===== config.mk =====
export PLATFORM = sky130hd
export DESIGN_NAME = median_filter_top
export DESIGN_NICKNAME = d
export VERILOG_FILES = /design/src/source/median_pkg.sv /design/src/source/sort3.sv /design/src/source/median_calc.sv /design/src/source/line_buffer.sv /design/src/source/window_gen.sv /design/src/source/median_filter_top.sv
export SDC_FILE = /design/constraint.sdc
export NUM_CORES = 1
export LEC_CHECK = 0
export BUFFER_PORTS_ARGS = -buffer_cell sky130_fd_sc_hd__buf_4
export CORE_UTILIZATION = 62
export DETAILED_ROUTE_END_ITERATION = 8
export PLACE_DENSITY = 0.84
export SLEW_MARGIN = 5
export SYNTH_ARGS = -nofsm -noshare
export SYNTH_HDL_FRONTEND = slang
export SYNTH_SLANG_ARGS = --single-unit

===== constraint.sdc =====
create_clock -name clk -period 11.8 [get_ports clk]
set_clock_uncertainty 0.1 [all_clocks]
set_input_delay 1.18 -clock clk [delete_from_list [all_inputs] [get_ports clk]]
set_output_delay 1.18 -clock clk [all_outputs]
set_load 0.02 [all_outputs]

===== src/source/median_pkg.sv =====
`default_nettype none

package median_pkg;

  localparam int PIX_W = 8;

  typedef struct packed {
    logic             valid;
    logic             sof;
    logic [PIX_W-1:0] pix;
  } pixel_beat_t;

  typedef struct packed {
    logic             valid;
    logic             sof;
    logic             sol;     // first column of a row.
    logic [PIX_W-1:0] top;     // row r-2.
    logic [PIX_W-1:0] mid;     // row r-1.
    logic [PIX_W-1:0] bot;     // row r, the newest pixel.
  } col_t;

  // p0..p8 in raster order, p4 is the centre pixel.
  typedef struct packed {
    logic             valid;
    logic [PIX_W-1:0] p0, p1, p2;
    logic [PIX_W-1:0] p3, p4, p5;
    logic [PIX_W-1:0] p6, p7, p8;
  } window_t;

  typedef struct packed {
    logic             valid;
    logic [PIX_W-1:0] median;
  } result_t;

  typedef enum logic [1:0] {
    ROW_FIRST,
    ROW_SECOND,
    ROWS_READY
  } row_phase_e;

endpackage

`default_nettype wire


===== src/source/sort3.sv =====
`default_nettype none

module sort3 import median_pkg::*; (
  input  wire logic [PIX_W-1:0] a_i,
  input  wire logic [PIX_W-1:0] b_i,
  input  wire logic [PIX_W-1:0] c_i,
  output logic      [PIX_W-1:0] min_o,
  output logic      [PIX_W-1:0] med_o,
  output logic      [PIX_W-1:0] max_o
);

  logic             swap_ab;
  logic             swap_hc;
  logic             swap_lm;
  logic [PIX_W-1:0] lo_ab;
  logic [PIX_W-1:0] hi_ab;
  logic [PIX_W-1:0] lo_hc;

  // first comparator orders a and b.
  assign swap_ab = a_i > b_i;
  assign lo_ab   = swap_ab ? b_i : a_i;
  assign hi_ab   = swap_ab ? a_i : b_i;

  // the larger of a and b meets c, the winner is the maximum.
  assign swap_hc = hi_ab > c_i;
  assign max_o   = swap_hc ? hi_ab : c_i;
  assign lo_hc   = swap_hc ? c_i : hi_ab;

  // the two remaining values split into minimum and median.
  assign swap_lm = lo_ab > lo_hc;
  assign min_o   = swap_lm ? lo_hc : lo_ab;
  assign med_o   = swap_lm ? lo_ab : lo_hc;

endmodule

`default_nettype wire


===== src/source/median_calc.sv =====
`default_nettype none

module median_calc import median_pkg::*; (
  input  wire logic    clk,
  input  wire logic    rst,
  input  wire window_t win_i,
  output result_t      res_o
);

  function automatic logic [PIX_W-1:0] pix_max(input logic [PIX_W-1:0] a,
                                               input logic [PIX_W-1:0] b);
    return (a > b) ? a : b;
  endfunction

  function automatic logic [PIX_W-1:0] pix_min(input logic [PIX_W-1:0] a,
                                               input logic [PIX_W-1:0] b);
    return (a < b) ? a : b;
  endfunction

  window_t          s1_win;
  logic [PIX_W-1:0] row_min [3];
  logic [PIX_W-1:0] row_med [3];
  logic [PIX_W-1:0] row_max [3];
  logic [PIX_W-1:0] s2_min  [3];
  logic [PIX_W-1:0] s2_med  [3];
  logic [PIX_W-1:0] s2_max  [3];
  logic             s2_valid;
  logic [PIX_W-1:0] med_of_meds;
  logic [PIX_W-1:0] s3_lo;
  logic [PIX_W-1:0] s3_mid;
  logic [PIX_W-1:0] s3_hi;
  logic             s3_valid;
  logic [PIX_W-1:0] median;

  always_ff @(posedge clk) begin
    s1_win <= win_i;
    if (rst) begin
      s1_win.valid <= 1'b0;
    end
  end

  sort3 u_sort_row0 (
    .a_i(s1_win.p0), .b_i(s1_win.p1), .c_i(s1_win.p2),
    .min_o(row_min[0]), .med_o(row_med[0]), .max_o(row_max[0])
  );

  sort3 u_sort_row1 (
    .a_i(s1_win.p3), .b_i(s1_win.p4), .c_i(s1_win.p5),
    .min_o(row_min[1]), .med_o(row_med[1]), .max_o(row_max[1])
  );

  sort3 u_sort_row2 (
    .a_i(s1_win.p6), .b_i(s1_win.p7), .c_i(s1_win.p8),
    .min_o(row_min[2]), .med_o(row_med[2]), .max_o(row_max[2])
  );

  always_ff @(posedge clk) begin
    s2_min   <= row_min;
    s2_med   <= row_med;
    s2_max   <= row_max;
    s2_valid <= rst ? 1'b0 : s1_win.valid;
  end

  // only the median of the row medians needs a full sorter.
  sort3 u_sort_meds (
    .a_i(s2_med[0]), .b_i(s2_med[1]), .c_i(s2_med[2]),
    .min_o(), .med_o(med_of_meds), .max_o()
  );

  always_ff @(posedge clk) begin
    s3_lo    <= pix_max(pix_max(s2_min[0], s2_min[1]), s2_min[2]);
    s3_mid   <= med_of_meds;
    s3_hi    <= pix_min(pix_min(s2_max[0], s2_max[1]), s2_max[2]);
    s3_valid <= rst ? 1'b0 : s2_valid;
  end

  // the three candidates are not ordered, so a last sorter picks the median.
  sort3 u_sort_final (
    .a_i(s3_lo), .b_i(s3_mid), .c_i(s3_hi),
    .min_o(), .med_o(median), .max_o()
  );

  assign res_o = '{valid: s3_valid, median: median};

endmodule

`default_nettype wire


===== src/source/line_buffer.sv =====
`default_nettype none

module line_buffer import median_pkg::*; #(
  parameter int IMG_WIDTH = 16
) (
  input  wire logic        clk,
  input  wire logic        rst,
  input  wire pixel_beat_t pix_i,
  output col_t             col_o
);

  localparam int               CNT_W    = (IMG_WIDTH > 1) ? $clog2(IMG_WIDTH) : 1;
  localparam logic [CNT_W-1:0] LAST_COL = CNT_W'(IMG_WIDTH - 1);

  logic [PIX_W-1:0] row1_mem [IMG_WIDTH];   // row r-1.
  logic [PIX_W-1:0] row2_mem [IMG_WIDTH];   // row r-2.
  logic [CNT_W-1:0] col_cnt;
  logic [CNT_W-1:0] wr_col;

  // a start of frame forces column zero in the same beat.
  assign wr_col = pix_i.sof ? '0 : col_cnt;

  always_ff @(posedge clk) begin
    if (rst) begin
      col_cnt <= '0;
    end else if (pix_i.valid) begin
      col_cnt <= (wr_col == LAST_COL) ? '0 : wr_col + 1'b1;
    end
  end

  // rows move down one memory per visit of a column.
  always_ff @(posedge clk) begin
    if (pix_i.valid) begin
      row2_mem[wr_col] <= row1_mem[wr_col];
      row1_mem[wr_col] <= pix_i.pix;
    end
  end

  always_ff @(posedge clk) begin
    if (rst) begin
      col_o.valid <= 1'b0;
    end else begin
      col_o.valid <= pix_i.valid;
    end
    if (pix_i.valid) begin
      col_o.sof <= pix_i.sof;
      col_o.sol <= (wr_col == '0);
      col_o.top <= row2_mem[wr_col];   // read before the write above lands.
      col_o.mid <= row1_mem[wr_col];
      col_o.bot <= pix_i.pix;
    end
  end

endmodule

`default_nettype wire


===== src/source/window_gen.sv =====
`default_nettype none

module window_gen import median_pkg::*; #(
  parameter int IMG_WIDTH = 16
) (
  input  wire logic clk,
  input  wire logic rst,
  input  wire col_t col_i,
  output window_t   win_o
);

  localparam int                FILL_W   = $clog2(IMG_WIDTH + 1);
  localparam logic [FILL_W-1:0] FILL_ONE = FILL_W'(1);
  localparam logic [FILL_W-1:0] FILL_WIN = FILL_W'(3);
  localparam logic [FILL_W-1:0] FILL_MAX = FILL_W'(IMG_WIDTH);

  row_phase_e        row_phase;
  row_phase_e        phase_nxt;
  logic [FILL_W-1:0] fill;       // columns of the current row seen so far.
  logic [FILL_W-1:0] fill_nxt;
  logic              win_valid;
  logic [PIX_W-1:0]  top_q [3];  // index 2 holds the newest column.
  logic [PIX_W-1:0]  mid_q [3];
  logic [PIX_W-1:0]  bot_q [3];

  always_comb begin
    phase_nxt = row_phase;
    fill_nxt  = fill;
    if (col_i.sof) begin
      phase_nxt = ROW_FIRST;
      fill_nxt  = FILL_ONE;
    end else if (col_i.sol) begin
      case (row_phase)
        ROW_FIRST:  phase_nxt = ROW_SECOND;
        default:    phase_nxt = ROWS_READY;
      endcase
      fill_nxt = FILL_ONE;
    end else if (fill != FILL_MAX) begin
      fill_nxt = fill + 1'b1;
    end
  end

  always_ff @(posedge clk) begin
    if (rst) begin
      row_phase <= ROW_FIRST;
      fill      <= '0;
      win_valid <= 1'b0;
    end else begin
      win_valid <= col_i.valid && (phase_nxt == ROWS_READY) && (fill_nxt >= FILL_WIN);
      if (col_i.valid) begin
        row_phase <= phase_nxt;
        fill      <= fill_nxt;
      end
    end
  end

  always_ff @(posedge clk) begin
    if (col_i.valid) begin
      top_q <= '{top_q[1], top_q[2], col_i.top};
      mid_q <= '{mid_q[1], mid_q[2], col_i.mid};
      bot_q <= '{bot_q[1], bot_q[2], col_i.bot};
    end
  end

  assign win_o = '{valid: win_valid,
                   p0: top_q[0], p1: top_q[1], p2: top_q[2],
                   p3: mid_q[0], p4: mid_q[1], p5: mid_q[2],
                   p6: bot_q[0], p7: bot_q[1], p8: bot_q[2]};

endmodule

`default_nettype wire


===== src/source/median_filter_top.sv =====
`default_nettype none

module median_filter_top import median_pkg::*; #(
  parameter int IMG_WIDTH = 16
) (
  input  wire logic        clk,
  input  wire logic        rst,
  input  wire pixel_beat_t pix_i,
  output result_t          res_o
);

  col_t    col;
  window_t win;

  line_buffer #(
    .IMG_WIDTH(IMG_WIDTH)
  ) u_line_buffer (
    .clk  (clk),
    .rst  (rst),
    .pix_i(pix_i),
    .col_o(col)
  );

  window_gen #(
    .IMG_WIDTH(IMG_WIDTH)
  ) u_window_gen (
    .clk  (clk),
    .rst  (rst),
    .col_i(col),
    .win_o(win)
  );

  // results come out five cycles after the pixel that closes a window.
  median_calc u_median_calc (
    .clk  (clk),
    .rst  (rst),
    .win_i(win),
    .res_o(res_o)
  );

endmodule

`default_nettype wire


==> results.md, run 1 <==
- Status: finished, final reports clean
- Vias in the first global route: roughly 15k
- Final Non-Filler Cells: 2448
- NetSw: around 2.2 mW
- Crit path setup slack, layout: approximately 3700 ps
- Synth Area per Inst: around 13 um2
- Worst stage delay on the critical path: ~810 ps
- Core Region: around 0.038 mm2
- Total clock sinks: ~540
- Worst slack at placement: ~4200 ps
- Worst-path cell chain: inv_1 > ha_1 > nor2b_1 > o211ai_1 > a21oi_1 > o21ai_2 > mux2_2 > ha_1 > nor2b_1 > o211ai_1 > a21oi_1 > o21bai_1 > mux2i_1 > ha_1 > a21o_1 > a211oi_1 > o221ai_1 > o211ai_1 > nand2_1 > mux2_1 > o221a_2 > buf_4
- Synth area leader: edfxtp_1
- Endpoints failing hold: 0
- CP delay by family, top: compound AO/OA/AOI/OAI gates
- Commonest cells post-synth: 354 x edfxtp_1, 184 x dfxtp_1, 159 x mux2i_1
- TritonCTS clock tree: yes
- Min Hold Slack: about 240 ps
- Worst EP required: approximately 11000 ps
- Logic pwr share: between 30% and 40%
- Net Sw Frac: roughly 34%
- Ys Warns: 0
- P_int: approximately 4.3 mW
- Reg power frac: 35.3%
- Post-synth EDFFs: 354
- Post-synth top area share: approximately 45%
- Post-CTS setup buffers: 0
- Worst Path Buf+Inv: 2
- Final setup violation count: 0
- Vias/cell: 5.97
- Period utilization: a little under 70%
- Asr flop ratio synth: 0%
- Cell Rows: 71
- Routed len/inst: 20.5 um
- Final setup TNS: 0 ps
- Slowest cell on crit path: o21bai_1
- GRT Residual Overflow: 0
- Kind of critical path: reg2out
- CP Capture Type: output pin
- Vias: about 15k
- Pwr dens: 246 mW/mm2
- Initial antenna violation count: 0
- Max Cap Viol: 0
- Initial Util: roughly 63%
- Maximum vdd drop: 0.000199 V
- Arrival @ worst endpoint: approximately 7000 ps
- Total CTS buffers: 52
- Clk pin slew, worst setup/hold paths: about 60 ps
- Clock root buffer master: clkbuf_16
- CP max FO: 26
- Fmax: 123 MHz
- Top FF cell, synth: edfxtp_1
- Yosys cell types: 57
- Die Height: 198 um
- Most frequent cell after synthesis: edfxtp_1
- Slew headroom: 15.5%
- Post-Syn Instances: roughly 1.9k
- Fin crit period: between 8000 and 9000 ps
- Hold Path Class: reg2reg
- Die Area: just under 0.04 mm2
- Clock group share of total power: between 20% and 30%
- Tightest Pin Transition: between 1000 and 1500 ps
- Dpl hpwl: 33.1 mm
- Clock Latency Late Sink: roughly 610 ps
- #FFs+latches synth: 538
- DRC: 0
- Dpl cells: between 2k and 2.5k
- Pre-antenna DRT Iters: 5
- Synth Net Count: between 2k and 2.5k
- CTS H-tree depth: 2
- Fin nets: around 2.1k
- First-pass GRT wire length: ~79 mm
- I/O pins: 21
- Hold-fix buffers, CTS: 0
- Total GRT Usage: between 20% and 30%
- RSZ-0062 raised after global routing: no
- Maximum number of pins on one net before global-route repair: 67
- Die extent in x: just under 200 um
- Detail Route Antenna Nets: 0
- Area Growth Syn to Fin: 10.6%
- Buffers on Ports: 20
- Synthesized area: about 0.024 mm2
- Worst setup SP type: flip-flop
- Total Wirelength: roughly 50 mm
- Max-slew violations: 0
- GPL Wtd Cong: approximately 0.9
- Ant. Diodes: 0
- Sequential area share after synthesis: 60.3%
- Clock Path Buffers: 3
- Synth area leaders: edfxtp_1 45%, dfxtp_1 16%, ha_1 8.2%
- Post-CTS sizing: 0
- Layout cells sized above 1: 13.2%
- Iteration-0 DRC Markers: 998
- Leak: between 10 and 15 nW
-- cell type report --
type                       instances  area (um2)
multi-input combinational       1109        8590
clock buffer                      66        1430
sequential                       538       14300
clock inverter                    29         335
tap                              511         639
fill                            2583       11400
timing repair buffer              50         375
inverter                         145         544
-- power groups by stage --
stage / sequential [mW] / combinational [mW] / clock (mW)
2_1_floorplan: 2.27 / 1.80 / 0
3_3_place_gp: 2.31 / 2.41 / 0
3_5_place_dp: 2.32 / 2.48 / 0
4_1_cts: 2.28 / 2.50 / 1.72
5_1_grt: 2.29 / 2.74 / 1.79
6_report: 2.28 / 2.48 / 1.70
-- final timing paths --
kind,start,endpoint,slack (ps),depth (start not counted)
setup / recovery,u_median_calc.s3_mid[1],res_o[6],3650,22
hold / removal,u_window_gen.win_o[70],u_median_calc.s1_win[70],240,0
hold reg to reg,u_window_gen.win_o[70],u_median_calc.s1_win[70],240,0
setup reg to reg,u_median_calc.s2_med[9],u_median_calc.s3_mid[5],5270,19
-- cells by family (layout without fill, tap and decap cells) --
family	after synthesis	count (layout)	share of synthesized area [%]
AO/OA/AOI/OAI	388	388	10.5
XOR/XNOR	1	1	0.0369
adder cells (fa/ha/maj)	156	156	8.23
buffers and inverters	215	290	3.55
flip-flops	538	538	60.3
multiplexers	248	248	10.9
AND/OR/NAND/NOR	316	316	6.39
-- metal layers --
metal / GRT usage (%) / wire length [um] / part of all wire, %
met1: 32.2 / 20200 / 40
met2: 46.7 / 25400 / 51
met3: 3.41 / 2630 / 5.2
met4: 11.7 / 1940 / 3.9
met5: 0 / 0 / 0
-- cell usage in the layout, fill, tap and decap left out, types with 17 or more instances in the layout --
cell,count
nor2b_1,55
nand2_1,99
buf_4,50
a211oi_1,54
nand4_1,22
o21ai_0,87
ha_1,156
edfxtp_1,354
inv_1,144
a21oi_1,132
clkbuf_16,54
mux2_2,87
o221ai_1,17
nor2_1,81
dfxtp_1,182
mux2i_1,159
-- registers in the layout (all words and copies together) (netlist names) --
signal,flops
u_line_buffer.row1_mem,128
u_line_buffer.row2_mem,128
u_median_calc.s1_win,73
u_window_gen.win_o,72
u_line_buffer.col_o,27
u_median_calc.s2_max,24
u_median_calc.s2_med,24
u_median_calc.s2_min,24
u_median_calc.s3_hi,8
u_median_calc.s3_lo,8
u_median_calc.s3_mid,8
u_window_gen.fill,5
u_line_buffer.col_cnt,4
u_window_gen.row_phase,2
u_median_calc.s2_valid,1
u_median_calc.s3_valid,1
u_window_gen.win_valid,1
-- metrics by stage --
stage | instance area, um2 | utilization [%] | power (mW)
finish | 26200 | 69.6 | 6.46
global route | 26200 | 69.6 | 6.82
CTS | 26200 | 69.6 | 6.50
detailed placement | 24500 | 64.9 | 4.79
global placement | 24500 | 64.9 | 4.72
floorplan | 23700 | - | 4.07
(Power assumes the default switching activity.)
==> run 2, diff against run 1 <==
--- a/config.mk
+++ b/config.mk
@@ -5,6 +5,7 @@
 export SDC_FILE = /design/constraint.sdc
 export NUM_CORES = 1
 export LEC_CHECK = 0
+export ABC_AREA = 1
 export BUFFER_PORTS_ARGS = -buffer_cell sky130_fd_sc_hd__buf_4
 export CORE_UTILIZATION = 62
 export DETAILED_ROUTE_END_ITERATION = 8
==> constraint.sdc (replaced) <==
create_clock -name clk -period 7.61 [get_ports clk]
set_clock_uncertainty 0.1 [all_clocks]
set_input_delay 0.761 -clock clk [delete_from_list [all_inputs] [get_ports clk]]
set_output_delay 0.761 -clock clk [all_outputs]
set_load 0.02 [all_outputs]
==> results.md, run 2 <==
- Tightest Pin Transition: 1120 ps (-147 ps)
- Synth Area per Inst: 10.5 um2 (-17%)
- Vias in the first global route: 15.9k (+7.2%)
- Fmax: approximately 160 MHz
- Slowest cell on crit path: o211ai_2
- Cell Rows: 71 (unchanged)
- Worst stage delay on the critical path: 400 ps (-410 ps)
- Biggest regs: u_line_buffer.row1_mem x128, u_line_buffer.row2_mem x128, u_median_calc.s1_win x73
- Clock root buffer master: clkbuf_16
- Core Region: 0.0377 mm2 (unchanged)
- Maximum vdd drop: 0.000314 V (+58%)
- TritonCTS clock tree: yes
- Worst slack at placement: 2020 ps (-2230 ps)
- Post-CTS setup buffers: 0 (unchanged)
- Maximum number of pins on one net before global-route repair: 114 (+70%)
- Synth area leaders: edfxtp_1 45%, dfxtp_1 16%, ha_1 8.2%
- Post-synth EDFFs: 354 (unchanged)
- Post-CTS sizing: 0 (unchanged)
- CTS H-tree depth: 2 (unchanged)
- Vias: 16.2k (+11%)
- CP Capture Type: output pin
- #FFs+latches synth: 538 (unchanged)
- Most frequent cells in the layout: 421 x nand2_1, 354 x edfxtp_1, 206 x inv_1
- Worst setup SP type: flip-flop
- Initial antenna violation count: 0 (unchanged)
- Slew headroom: 25.3% (+9.8 points)
- Clk pin slew, worst setup/hold paths: 60 ps (about the same)
- Min Hold Slack: 238 ps (-1.46 ps)
- Top FF cell, synth: edfxtp_1
- Initial Util: 63.0% (about the same)
- Hold Path Class: reg2reg
- Hold-fix buffers, CTS: 0 (unchanged)
- Clock Path Buffers: 3 (unchanged)
- Vias/cell: 5.77 (-3.3%)
- Die extent in x: 198 um (about the same)
- Endpoints failing hold: 0 (unchanged)
- Iteration-0 DRC Markers: 1559 (+56%)
- Area Growth Syn to Fin: 8.93%
- CP max FO: 25 (-3.8%)
- Synth area leader: edfxtp_1
- Crit path setup slack, layout: 1510 ps (-2140 ps)
- RSZ-0062 raised after global routing: no
- FILL cells: 2687 (+4.0%)
- Max Cap Viol: 0 (unchanged)
- Fin crit period: approximately 6100 ps
- Total clock sinks: 538 (unchanged)
- Synthesized area: 0.0237 mm2 (about the same)
- Sequential area share after synthesis: 60.3% (about the same)
- Ys Warns: 0 (unchanged)
- Dpl hpwl: 33.5 mm (+1.4%)
- Total CTS buffers: 50 (-3.8%)
- Synth Net Count: 2417 (+19%)
- Yosys cell types: 47 (-18%)
- Total GRT Usage: 26.5% (+0.15 points)
- Most frequent cell after synthesis: nand2_1
- I/O pins: 21 (unchanged)
- DRC: 0 (unchanged)
- First-pass GRT wire length: 80.6 mm (+2.5%)
- Routed len/inst: 18.1 um (-12%)
- GPL Wtd Cong: 0.896 (+2.4%)
- Die Area: 0.0391 mm2 (about the same)
- Final setup violation count: 0 (unchanged)
- Die Height: 198 um (about the same)
- Final Power: 10.3 mW (+59%)
- Kind of critical path: reg2out
- Final Non-Filler Cells: 2812 (+15%)
- Commonest non-fill, non-tap cell in the layout: nand2_1
- Total Wirelength: 50.8 mm (+1.2%)
- Pre-antenna DRT Iters: 5 (unchanged)
- Ant. Diodes: 0 (unchanged)
- Fin nets: 2430 (+18%)
- Layout cells sized above 1: 10.4% (-2.8 points)
- Dpl cells: 2721 (+16%)
- Arrival @ worst endpoint: 5240 ps (-1630 ps)
- Post-synth top area share: 44.8% (about the same)
- Detail Route Antenna Nets: 0 (unchanged)
- CP dominant cell by count: nand2_1
- Clock Latency Late Sink: 580 ps (-30 ps)
- Leak: 10.4 nW (+0.46%)
- Period utilization: around 80%
- GRT Residual Overflow: 0 (unchanged)
- Max-slew violations: 0 (unchanged)
- Worst-path cell chain: inv_1 > ha_1 > nand2_1 > o211ai_2 > nand2_4 > nand2_1 > nand2_1 > ha_1 > nand2_1 > o21ai_0 > nand2_1 > o211ai_1 > nand2_1 > inv_1 > o21ai_0 > ha_1 > nand4_1 > o31ai_1 > inv_1 > o21ai_0 > buf_4
- Worst EP required: 6750 ps (-3770 ps)
- Commonest cells post-synth: 422 x nand2_1, 354 x edfxtp_1, 207 x inv_1
- Asr flop ratio synth: 0% (unchanged)
- Post-Syn Instances: 2249 (+21%)
- Buffers on Ports: 20 (unchanged)
- Status: finished, final reports clean
- Pwr dens: 397 mW/mm2 (+61%)
- Final setup TNS: 0 ps (unchanged)
run 2: cells by family after synthesis:
kind of cell / after synthesis / share of synthesized area (%)
adders and majority gates: 156 / 8.23
DFF: 538 / 60.3
and+or+nand+nor: 725 / 12.5
buffers and inverters: 297 / 5.25
xor gates and xnor gates: 2 / 0.0738
AOI/OAI and AO/OA: 531 / 13.6
run 2: final cells by class:
class	instances	area [um2]	share of cell area [%]
multi-input cells	1414	8170	31.6
inverters	213	801	3.10
clock buffers	63	1340	5.19
repair buffers	45	338	1.31
well taps	511	639	2.47
clock inverters	28	235	0.910
flip-flops and latches	538	14300	55.4
run 2: metal layers:
metal / global-route usage [%] / wire, um
met1: 32.6 / 19700
met4: 12.3 / 2090
met2: 46.3 / 25300
met5: 0 / 0
met3: 3.62 / 3760
run 2: worst paths after layout:
| check | from | endpoint | cells past startpoint | slack, ps |
|---|---|---|---|---|
| worst max-delay path | u_median_calc.s3_mid[7] | res_o[5] | 21 | 1510 |
| worst min-delay path | u_window_gen.win_o[17] | u_median_calc.s1_win[17] | 0 | 240 |
| worst max register to register | u_median_calc.s1_win[39] | u_median_calc.s2_min[11] | 23 | 1970 |
| worst min register to register | u_window_gen.win_o[17] | u_median_calc.s1_win[17] | 0 | 240 |
run 2: worst max-delay path, delay by kind of cell (launching register included):
family                     cells  cell delay [ps]
adders and majority gates      3             1010
and+or+nand+nor                8              930
AOI/OAI and AO/OA              6             1540
DFF                            1              350
buffers and inverters          4              840
run 2: metrics by stage:
| step | util [%] | instance area, um2 |
|---|---|---|
| after CTS | 68.6 | 25800 |
| after detailed placement | 64.4 | 24300 |
| after global placement | 64.4 | 24300 |
| after floorplan | - | 23700 |
| after global routing | 68.6 | 25800 |
| final | 68.6 | 25800 |
run 2: report_power, final:
group          leakage [nW]  total, mW  internal, mW  switching, mW
registers              4.79       3.56          3.42          0.141
logic                  4.82       4.29          1.53           2.77
clock network         0.771       2.41          1.35           1.06
total                  10.4       10.3          6.30           3.96
